$ cat src/joy_frame_pkg.sv
package joy_frame_pkg;

  ////////////////////
  // Frame geometry
  ////////////////////
  localparam int FRAME_SLOTS       = 26;  // ena_x cycles per frame
  localparam int FIRST_SAMPLE_SLOT = 2;   // Slot 0 loads, slot 1 is dead time
  localparam int SAMPLE_SLOTS      = FRAME_SLOTS - FIRST_SAMPLE_SLOT;
  localparam int SLOT_W            = $clog2(FRAME_SLOTS);

  ////////////////////
  // Pad word layout
  ////////////////////
  // One pad, every field active low
  typedef struct packed {
    logic       reset_n;  // Bit 11, arcade reset / reboot button
    logic       aux_b;    // Bit 10
    logic       coin_n;   // Bit 9
    logic       start_n;  // Bit 8
    logic       aux_a;    // Bit 7
    logic [6:0] action;   // Bits 6:0, low six are directions and fire
  } pad_t;

  // Result of one frame, both pads
  typedef struct packed {
    pad_t pad_a;  // Bits 23:12
    pad_t pad_b;  // Bits 11:0
  } snapshot_t;

  localparam int SNAP_W    = $bits(snapshot_t);
  localparam int BIT_IDX_W = $clog2(SNAP_W);

  typedef enum logic [1:0] {
    IDLE,   // Out of reset, before the first load
    LOAD,   // Slot 0, parallel load of the pads
    SHIFT   // Slots 1 to 25
  } reader_state_e;

  // Snapshot bit written in each sampled slot, slot 2 first
  // Pad A sits 12 bits above pad B
  localparam logic [BIT_IDX_W-1:0] SLOT_BIT [SAMPLE_SLOTS] = '{
    5'd20, 5'd18, 5'd17, 5'd16, 5'd15, 5'd14, 5'd13, 5'd12,  // A 8,6..0
    5'd8,  5'd6,  5'd5,  5'd4,  5'd3,  5'd2,  5'd1,  5'd0,   // B 8,6..0
    5'd10, 5'd11, 5'd9,  5'd7,                               // B 10,11,9,7
    5'd22, 5'd23, 5'd21, 5'd19                               // A 10,11,9,7
  };

endpackage

$ cat src/game_ctrl_pkg.sv
package game_ctrl_pkg;

  ////////////////////
  // Snapshot buffer
  ////////////////////
  localparam int FIFO_DEPTH = 4;                    // Entries, also credits
  localparam int CREDIT_W   = 3;                    // Holds 0..FIFO_DEPTH
  localparam int PTR_W      = $clog2(FIFO_DEPTH);   // Read/write pointer

  ////////////////////
  // Game-side inputs
  ////////////////////
  // Everything active high, as the game core expects after inversion
  typedef struct packed {
    logic [5:0] joystick_a;  // Player 1 directions and fire
    logic [5:0] joystick_b;  // Player 2 directions and fire
    logic [1:0] coin;        // [1] pad B, [0] pad A
    logic [1:0] start;       // [1] pad B, [0] pad A
    logic       aux_a;       // Player 1 second button
    logic       aux_b;       // Player 2 second button
  } game_inputs_t;

endpackage

$ cat src/joy_frame_reader.sv
module joy_frame_reader (
  input  logic                   ena_x,
  input  logic                   pll_lckd,
  input  logic                   joy_data,       // Serial data from the chained pads
  output logic                   joy_load,       // Low loads the pads
  input  logic                   credit_return,  // One entry left the buffer
  output logic                   snap_valid,
  output joy_frame_pkg::snapshot_t snap
);

  joy_frame_pkg::reader_state_e          state;
  logic [joy_frame_pkg::SLOT_W-1:0]      slot_cnt;
  logic [joy_frame_pkg::SLOT_W-1:0]      sample_idx;
  logic [joy_frame_pkg::SNAP_W-1:0]      shift_word;  // Bits land here in slot order
  logic                                  frame_done;  // Word complete this cycle
  logic                                  first_frame;
  logic                                  changed;
  joy_frame_pkg::snapshot_t              ref_word;    // Newest word taken, sent or pending
  joy_frame_pkg::snapshot_t              pend_word;
  logic                                  pend_valid;
  logic [game_ctrl_pkg::CREDIT_W-1:0]    credit_cnt;
  logic                                  send_now;

  assign joy_load   = (state != joy_frame_pkg::LOAD);  // Low in slot 0 only
  assign sample_idx = slot_cnt - joy_frame_pkg::SLOT_W'(joy_frame_pkg::FIRST_SAMPLE_SLOT);
  assign changed    = first_frame || (shift_word != joy_frame_pkg::SNAP_W'(ref_word));
  assign send_now   = pend_valid && (credit_cnt != '0);

  ////////////////////
  // Frame sequencer
  ////////////////////
  always_ff @(posedge ena_x or negedge pll_lckd) begin
    if (!pll_lckd) begin
      state      <= joy_frame_pkg::IDLE;
      slot_cnt   <= '0;
      frame_done <= 1'b0;
    end else begin
      frame_done <= 1'b0;
      unique case (state)
        joy_frame_pkg::IDLE: state <= joy_frame_pkg::LOAD;
        joy_frame_pkg::LOAD: begin
          state    <= joy_frame_pkg::SHIFT;
          slot_cnt <= joy_frame_pkg::SLOT_W'(1);
        end
        joy_frame_pkg::SHIFT: begin
          if (slot_cnt == joy_frame_pkg::SLOT_W'(joy_frame_pkg::FRAME_SLOTS - 1)) begin
            state      <= joy_frame_pkg::LOAD;  // Wrap to the next load
            slot_cnt   <= '0;
            frame_done <= 1'b1;                 // Last bit taken on this edge
          end else begin
            slot_cnt <= slot_cnt + 1'b1;
          end
        end
        default: state <= joy_frame_pkg::IDLE;
      endcase
    end
  end

  // Scatter each sampled bit by the slot table
  always_ff @(posedge ena_x) begin
    if (state == joy_frame_pkg::SHIFT &&
        slot_cnt >= joy_frame_pkg::SLOT_W'(joy_frame_pkg::FIRST_SAMPLE_SLOT)) begin
      shift_word[joy_frame_pkg::SLOT_BIT[sample_idx]] <= joy_data;
    end
  end

  ////////////////////
  // Change filter and credits
  ////////////////////
  always_ff @(posedge ena_x or negedge pll_lckd) begin
    if (!pll_lckd) begin
      first_frame <= 1'b1;
      pend_valid  <= 1'b0;
      snap_valid  <= 1'b0;
      credit_cnt  <= game_ctrl_pkg::CREDIT_W'(game_ctrl_pkg::FIFO_DEPTH);
    end else begin
      snap_valid <= send_now;
      if (frame_done && changed) begin
        first_frame <= 1'b0;
        pend_valid  <= 1'b1;  // Latest wins over an unsent word
      end else if (send_now) begin
        pend_valid <= 1'b0;
      end
      unique case ({send_now, credit_return})
        2'b10:   credit_cnt <= credit_cnt - 1'b1;
        2'b01:   credit_cnt <= credit_cnt + 1'b1;
        default: credit_cnt <= credit_cnt;  // None or both
      endcase
    end
  end

  always_ff @(posedge ena_x) begin
    if (send_now) snap <= pend_word;  // Old pending goes out first
    if (frame_done && changed) begin
      pend_word <= joy_frame_pkg::snapshot_t'(shift_word);
      ref_word  <= joy_frame_pkg::snapshot_t'(shift_word);
    end
  end

  a_credit_bound: assert property (@(posedge ena_x) disable iff (!pll_lckd)
    credit_cnt <= game_ctrl_pkg::CREDIT_W'(game_ctrl_pkg::FIFO_DEPTH));

  // A send always spends a credit held in the cycle before
  a_send_credit: assert property (@(posedge ena_x) disable iff (!pll_lckd)
    $rose(snap_valid) |-> $past(credit_cnt) != '0);

endmodule

$ cat src/snapshot_fifo.sv
module snapshot_fifo (
  input  logic                     ena_x,
  input  logic                     pll_lckd,
  input  logic                     snap_valid,     // Write, never refused
  input  joy_frame_pkg::snapshot_t snap,
  input  logic                     pop,            // Advance head
  output logic                     fifo_nonempty,
  output joy_frame_pkg::snapshot_t head,
  output logic                     credit_return   // One cycle after a pop
);

  joy_frame_pkg::snapshot_t            mem [game_ctrl_pkg::FIFO_DEPTH];
  logic [game_ctrl_pkg::PTR_W-1:0]     wr_ptr;
  logic [game_ctrl_pkg::PTR_W-1:0]     rd_ptr;
  logic [game_ctrl_pkg::CREDIT_W-1:0]  count;     // Occupancy
  logic                                full;

  assign full          = (count == game_ctrl_pkg::CREDIT_W'(game_ctrl_pkg::FIFO_DEPTH));
  assign fifo_nonempty = (count != '0);
  assign head          = mem[rd_ptr];  // Oldest entry

  ////////////////////
  // Pointers
  ////////////////////
  always_ff @(posedge ena_x or negedge pll_lckd) begin
    if (!pll_lckd) begin
      wr_ptr        <= '0;
      rd_ptr        <= '0;
      count         <= '0;
      credit_return <= 1'b0;
    end else begin
      credit_return <= pop;  // Slot freed, hand the credit back
      if (snap_valid) wr_ptr <= wr_ptr + 1'b1;  // Wraps at depth
      if (pop)        rd_ptr <= rd_ptr + 1'b1;
      unique case ({snap_valid, pop})
        2'b10:   count <= count + 1'b1;
        2'b01:   count <= count - 1'b1;
        default: count <= count;
      endcase
    end
  end

  // Storage
  always_ff @(posedge ena_x) begin
    if (snap_valid) mem[wr_ptr] <= snap;
  end

  // Credits upstream must keep the store from overflowing
  a_no_write_full: assert property (@(posedge ena_x) disable iff (!pll_lckd)
    snap_valid |-> !full);

  // Mapper only pops what it saw present
  a_no_pop_empty: assert property (@(posedge ena_x) disable iff (!pll_lckd)
    pop |-> fifo_nonempty);

endmodule

$ cat src/game_input_mapper.sv
module game_input_mapper (
  input  logic                        ena_x,
  input  logic                        pll_lckd,
  input  logic                        game_tick,      // Game input-sample strobe
  input  logic                        fifo_nonempty,
  input  joy_frame_pkg::snapshot_t    head,
  output logic                        pop,
  output game_ctrl_pkg::game_inputs_t game_inputs,
  output logic                        game_reset,     // Arcade reset level
  output logic                        reboot_req      // One-cycle request
);

  joy_frame_pkg::snapshot_t held;        // Previous consumed snapshot
  joy_frame_pkg::snapshot_t src;         // Snapshot this tick maps from
  logic [1:0]               coin_fall;   // [1] pad B, [0] pad A
  logic [1:0]               start_fall;
  logic                     reboot_fall;

  assign pop = game_tick & fifo_nonempty;  // Take one entry per tick
  assign src = pop ? head : held;

  ////////////////////
  // Edge detect
  ////////////////////
  // High-to-low of an active-low button against the last consumed word
  always_comb begin
    coin_fall[0]  = pop & held.pad_a.coin_n  & ~head.pad_a.coin_n;
    coin_fall[1]  = pop & held.pad_b.coin_n  & ~head.pad_b.coin_n;
    start_fall[0] = pop & held.pad_a.start_n & ~head.pad_a.start_n;
    start_fall[1] = pop & held.pad_b.start_n & ~head.pad_b.start_n;
    reboot_fall   = pop & held.pad_b.reset_n & ~head.pad_b.reset_n;  // Pad B reset button
  end

  ////////////////////
  // Output registers
  ////////////////////
  always_ff @(posedge ena_x or negedge pll_lckd) begin
    if (!pll_lckd) begin
      held        <= '1;  // Idle pads, all released
      game_inputs <= '0;
      game_reset  <= 1'b0;
      reboot_req  <= 1'b0;
    end else begin
      reboot_req <= 1'b0;
      if (game_tick) begin
        held                   <= src;
        // Active low on the pads, active high for the game
        game_inputs.joystick_a <= ~src.pad_a.action[5:0];
        game_inputs.joystick_b <= ~src.pad_b.action[5:0];
        game_inputs.aux_a      <= ~src.pad_a.aux_a;
        game_inputs.aux_b      <= ~src.pad_b.aux_a;
        game_inputs.coin       <= coin_fall;   // One tick period, clears next tick
        game_inputs.start      <= start_fall;
        game_reset             <= ~src.pad_a.reset_n;  // Level, held while pressed
        reboot_req             <= reboot_fall;
      end
    end
  end

  // Reboot is a request, never a level
  a_reboot_pulse: assert property (@(posedge ena_x) disable iff (!pll_lckd)
    reboot_req |=> !reboot_req);

endmodule

$ cat src/joy_input_top.sv
module joy_input_top (
  input  logic                        ena_x,
  input  logic                        pll_lckd,
  input  logic                        joy_data,
  input  logic                        game_tick,
  output logic                        joy_load,
  output game_ctrl_pkg::game_inputs_t game_inputs,
  output logic                        game_reset,
  output logic                        reboot_req
);

  logic                     snap_valid;
  joy_frame_pkg::snapshot_t snap;
  logic                     credit_return;
  logic                     fifo_nonempty;
  joy_frame_pkg::snapshot_t head;
  logic                     pop;

  // Pads to snapshots, credit-limited
  joy_frame_reader joy_frame_reader_i (
    .ena_x         (ena_x),
    .pll_lckd      (pll_lckd),
    .joy_data      (joy_data),
    .joy_load      (joy_load),
    .credit_return (credit_return),
    .snap_valid    (snap_valid),
    .snap          (snap)
  );

  snapshot_fifo snapshot_fifo_i (
    .ena_x         (ena_x),
    .pll_lckd      (pll_lckd),
    .snap_valid    (snap_valid),
    .snap          (snap),
    .pop           (pop),
    .fifo_nonempty (fifo_nonempty),
    .head          (head),
    .credit_return (credit_return)
  );

  // Drained at the game's sample rate
  game_input_mapper game_input_mapper_i (
    .ena_x         (ena_x),
    .pll_lckd      (pll_lckd),
    .game_tick     (game_tick),
    .fifo_nonempty (fifo_nonempty),
    .head          (head),
    .pop           (pop),
    .game_inputs   (game_inputs),
    .game_reset    (game_reset),
    .reboot_req    (reboot_req)
  );

endmodule

$ cat config.mk
export PLATFORM = sky130hd
export DESIGN_NAME = joy_input_top
export DESIGN_NICKNAME = d
export VERILOG_FILES = /design/src/joy_frame_pkg.sv /design/src/game_ctrl_pkg.sv /design/src/joy_frame_reader.sv /design/src/snapshot_fifo.sv /design/src/game_input_mapper.sv /design/src/joy_input_top.sv
export SDC_FILE = /design/constraint.sdc
export NUM_CORES = 1
export LEC_CHECK = 0
export BUFFER_PORTS_ARGS = -buffer_cell sky130_fd_sc_hd__buf_2
export CELL_PAD_IN_SITES_DETAIL_PLACEMENT = 0
export CELL_PAD_IN_SITES_GLOBAL_PLACEMENT = 1
export CORE_MARGIN = 2
export CORE_UTILIZATION = 48
export CTS_CLUSTER_SIZE = 28
export DETAILED_ROUTE_END_ITERATION = 8
export PLACE_DENSITY_LB_ADDON = 0.1
export SETUP_SLACK_MARGIN = 0.4
export SLEW_MARGIN = 10
export SYNTH_ARGS = -nofsm -noshare
export SYNTH_HDL_FRONTEND = slang
export SYNTH_SLANG_ARGS = --single-unit
export TNS_END_PERCENT = 5
$ cat constraint.sdc
create_clock -name ena_x -period 2.9 [get_ports ena_x]
set_input_delay 0.29 -clock ena_x [delete_from_list [all_inputs] [get_ports ena_x]]
set_output_delay 0.29 -clock ena_x [all_outputs]
set_load 0.02 [all_outputs]
==> results.cfg <==
[outcome]
outcome = completed

[synthesis]
yosys.area.top_type_share = 0.515
synth-main-ff-cell = edfxtp_1
avgSynthCellArea_um2 = 15.4
ys_async_sr_fraction = 0.295
synth.net_count = 588
yosys.area.top_type = edfxtp_1
synth_area_leaders = edfxtp_1 51%, dfrtp_1 12%, dfstp_2 6.7%
yosysWarnings = 0
yosys_register_bits = 210
ys_types = 59
yosysSeqAreaShare = 0.698
netlist_instances = 562
netlist_area_mm2 = 0.00863
synth-edff-count = 148

[clock_network]
cts_max_level = 1
cts-root-buf = clkbuf_16
cts_tree = done
clk_path_buf_depth = 3
clk_pin_slew_ns = 0.06
numCtsBuffers = 23
clk_latency_ns = 0.50
cts_sinks = 210
cts_setup_buffers = 0

[pwr]
powerDensity_mw_per_mm2 = 808
combPwrFrac = 0.180
p_leak_nw = 3.70
seq_power_share = 0.476
swShare = 0.262
p_sw_mw = 2.09
p_int_mw = 5.89
irDropWorstVdd_mv = 0.528
pwr-share-clk = 0.344

[critical_path]
critPathKind = reg -> reg
start_kind = flip-flop
required_ns = 3.08
path_max_fanout = 19
critPathLaunch = joy_frame_reader_i.slot_cnt[1]
end_kind = flip-flop
slowest_stage = a221o_2
rr_worst_depth = 7
max_stage_delay_ns = 0.50
path_cells = inv_1, ha_4, buf_6, nand2b_1, mux2_2, a221o_2, a211oi_1
cp.arrival_ns = 2.65
r2r-start = joy_frame_reader_i.slot_cnt[1]

[cells_and_area]
nFillCells = 1428
design_area_mm2 = 0.00988
mostFrequentLayoutCells = 148 x edfxtp_1, 81 x nand2_1, 40 x dfrtp_1, 35 x inv_1, 24 x buf_2
final_common_cell = edfxtp_1
drive_above_1_share = 0.231
regArea_mm2 = 0.00602
diodes = 0
fin_cells = 853
area_growth_pct = 14.5
fin_nets = 634
multi_input_area_mm2 = 0.00249

[route]
drtIter0Drc = 185
vias = 4457
ant_nets = 0
wl_per_cell_um = 17.2
drc = 0
viasPerCell = 5.23
totalWireLength_um = 14700
drt_pass1_iterations = 4

[min_path]
hold_path.class = in -> reg
min-delay-start = joy_data
holdPathStages = 1

[global_routing]
grt_pass1_vias = 4666
grt_usage = 0.156
overflow = 0
grt_pass1_wl_um = 24300
grt_antenna_before_repair = 0
grt_max_degree = 63

[sta]
worst_pin_slew_ns = 0.794
tns_ns = 0
slew_headroom = 0.471
timing.fmax_mhz = 406
drv_slew = 0
rsz0062_at_grt = yes
final.min_clock_period_ns = 2.46
final-hold-violation-count = 0
skew_ns = 0.0119
fin_crit_sh = 0.849
finalSetupViolCount = 0

[run]
drv_cap = 0

[floorplan]
ios = 25
rows = 49
die_w_um = 138
die-area_mm2 = 0.0191
die_y_um = 138
initial_utilization = 0.486
coreArea_mm2 = 0.0178

[placed_design]
place_inst = 811
dp_hpwl_um = 9710
port_buffers = 24
place.gp.congestion = 0.808
place_area_mm2 = 0.00906
## Yosys cell counts (2+ instances only)
| cell | instances |
|---|---|
| a22o_1 | 2 |
| mux2_2 | 6 |
| nor2_1 | 15 |
| o21ai_1 | 3 |
| nor2b_1 | 4 |
| xnor2_1 | 16 |
| nor3_1 | 3 |
| mux4_2 | 20 |
| and3_1 | 3 |
| nand3_1 | 5 |
| xor2_1 | 18 |
| dfrtp_1 | 40 |
| mux2i_1 | 20 |
| nor4_1 | 10 |
| a211oi_1 | 9 |
| a21oi_1 | 6 |
| buf_4 | 2 |
| o22ai_1 | 5 |
| o31ai_2 | 2 |
| clkbuf_1 | 10 |
| and2_1 | 5 |
| a2111oi_0 | 3 |
| dfstp_2 | 22 |
| ha_1 | 20 |
| o21ai_0 | 6 |
| nand2b_1 | 8 |
| nand2_1 | 81 |
| nand4_1 | 2 |
| fa_1 | 2 |
| buf_2 | 4 |
| edfxtp_1 | 148 |
| inv_1 | 35 |
## final timing paths
kind / endpoint / slack (ns)
min reg2reg: joy_frame_reader_i.first_frame / 0.42
max reg2reg: joy_frame_reader_i.shift_word[17] / 0.44
min in group asynchronous: snapshot_fifo_i.count[1] / 0.50
min: joy_frame_reader_i.shift_word[22] / 0.24
max in group asynchronous: joy_frame_reader_i.pend_valid / 1.88
max: joy_frame_reader_i.shift_word[17] / 0.44
## what timing repair did
| action | CTS | global route |
|---|---|---|
| endpoints found under the setup margin | 1 | 19 |
| endpoints found under the hold margin | 40 | 0 |
| pin swaps | 1 | 2 |
| hold buffers | 1 | 0 |
| resized for setup | 1 | 18 |
## per-stage QoR
| step | utilization | power [mW] | setup slack [ns] | hold WS, ns |
|---|---|---|---|---|
| finish | 0.556 | 7.98 | 0.437 | 0.237 |
| global route | 0.556 | 8.39 | 0.352 | 0.245 |
| CTS | 0.550 | 8.11 | 0.415 | 0.226 |
| detailed placement | 0.510 | 5.32 | 0.412 | 0.418 |
| global placement | 0.510 | 5.27 | 0.501 | 0.421 |
| floorplan | - | 4.90 | 0.275 | -0.00559 |
## cell families after synthesis
| kind of cell | after synthesis | share of synthesized area |
|---|---|---|
| compound gates | 49 | 0.0422 |
| mux | 47 | 0.0849 |
| xor+xnor | 34 | 0.0345 |
| flops | 210 | 0.698 |
| buf+inv | 54 | 0.0258 |
| simple gates | 146 | 0.0813 |
| fa+ha+maj | 22 | 0.0336 |
## power by group through the flow
| stage | sequential (mW) | clock (mW) | combinational [mW] |
|---|---|---|---|
| after floorplan | 4.01 | 0 | 0.892 |
| after global placement | 3.85 | 0 | 1.42 |
| after detailed placement | 3.86 | 0 | 1.46 |
| after CTS | 3.80 | 2.84 | 1.47 |
| after global routing | 3.85 | 2.95 | 1.60 |
| final | 3.80 | 2.75 | 1.44 |
## state kept, by name, indices dropped and copies added (netlist names)
register	count
joy_frame_reader_i.frame_done	1
joy_frame_reader_i.state	2
joy_frame_reader_i.shift_word	24
joy_frame_reader_i.slot_cnt	5
snapshot_fifo_i.credit_return	1
snapshot_fifo_i.wr_ptr	2
joy_frame_reader_i.ref_word	24
game_input_mapper_i.game_inputs	18
game_input_mapper_i.reboot_req	1
snapshot_fifo_i.mem	80
joy_frame_reader_i.first_frame	1
joy_frame_reader_i.pend_valid	1
snapshot_fifo_i.count	3
joy_frame_reader_i.snap_valid	1
game_input_mapper_i.held	20
game_input_mapper_i.game_reset	1
joy_frame_reader_i.credit_cnt	3
snapshot_fifo_i.rd_ptr	2
joy_frame_reader_i.snap	20
## worst max-delay path: cells and delay by family, from the launching register on
kind                     cells  cell delay (ns)
multiplexers                 1             0.30
buffers and inverters        2             0.29
flip-flops                   1             0.35
AO/OA/AOI/OAI                2             0.79
AND/OR/NAND/NOR              1             0.09
adder cells (fa/ha/maj)      1             0.31
## layer usage
metal | up-vias | track usage | share of wire
met3 | 23 | 0.0301 | 0.029
met1 | 2244 | 0.199 | 0.45
li1 | 2140 | - | -
met5 | - | 0 | 0
met4 | 0 | 0.0338 | 0.018
met2 | 50 | 0.277 | 0.51
## layout make-up
type                    instances  area share
inverters                      36      0.0137
clock inverters                11      0.0111
flip-flops and latches        210       0.609
repair buffers                 39      0.0242
clock buffers                  30      0.0609
well taps                     229      0.0290
multi-input cells             298       0.252
Note: power is estimated with default switching activity, not from simulation.
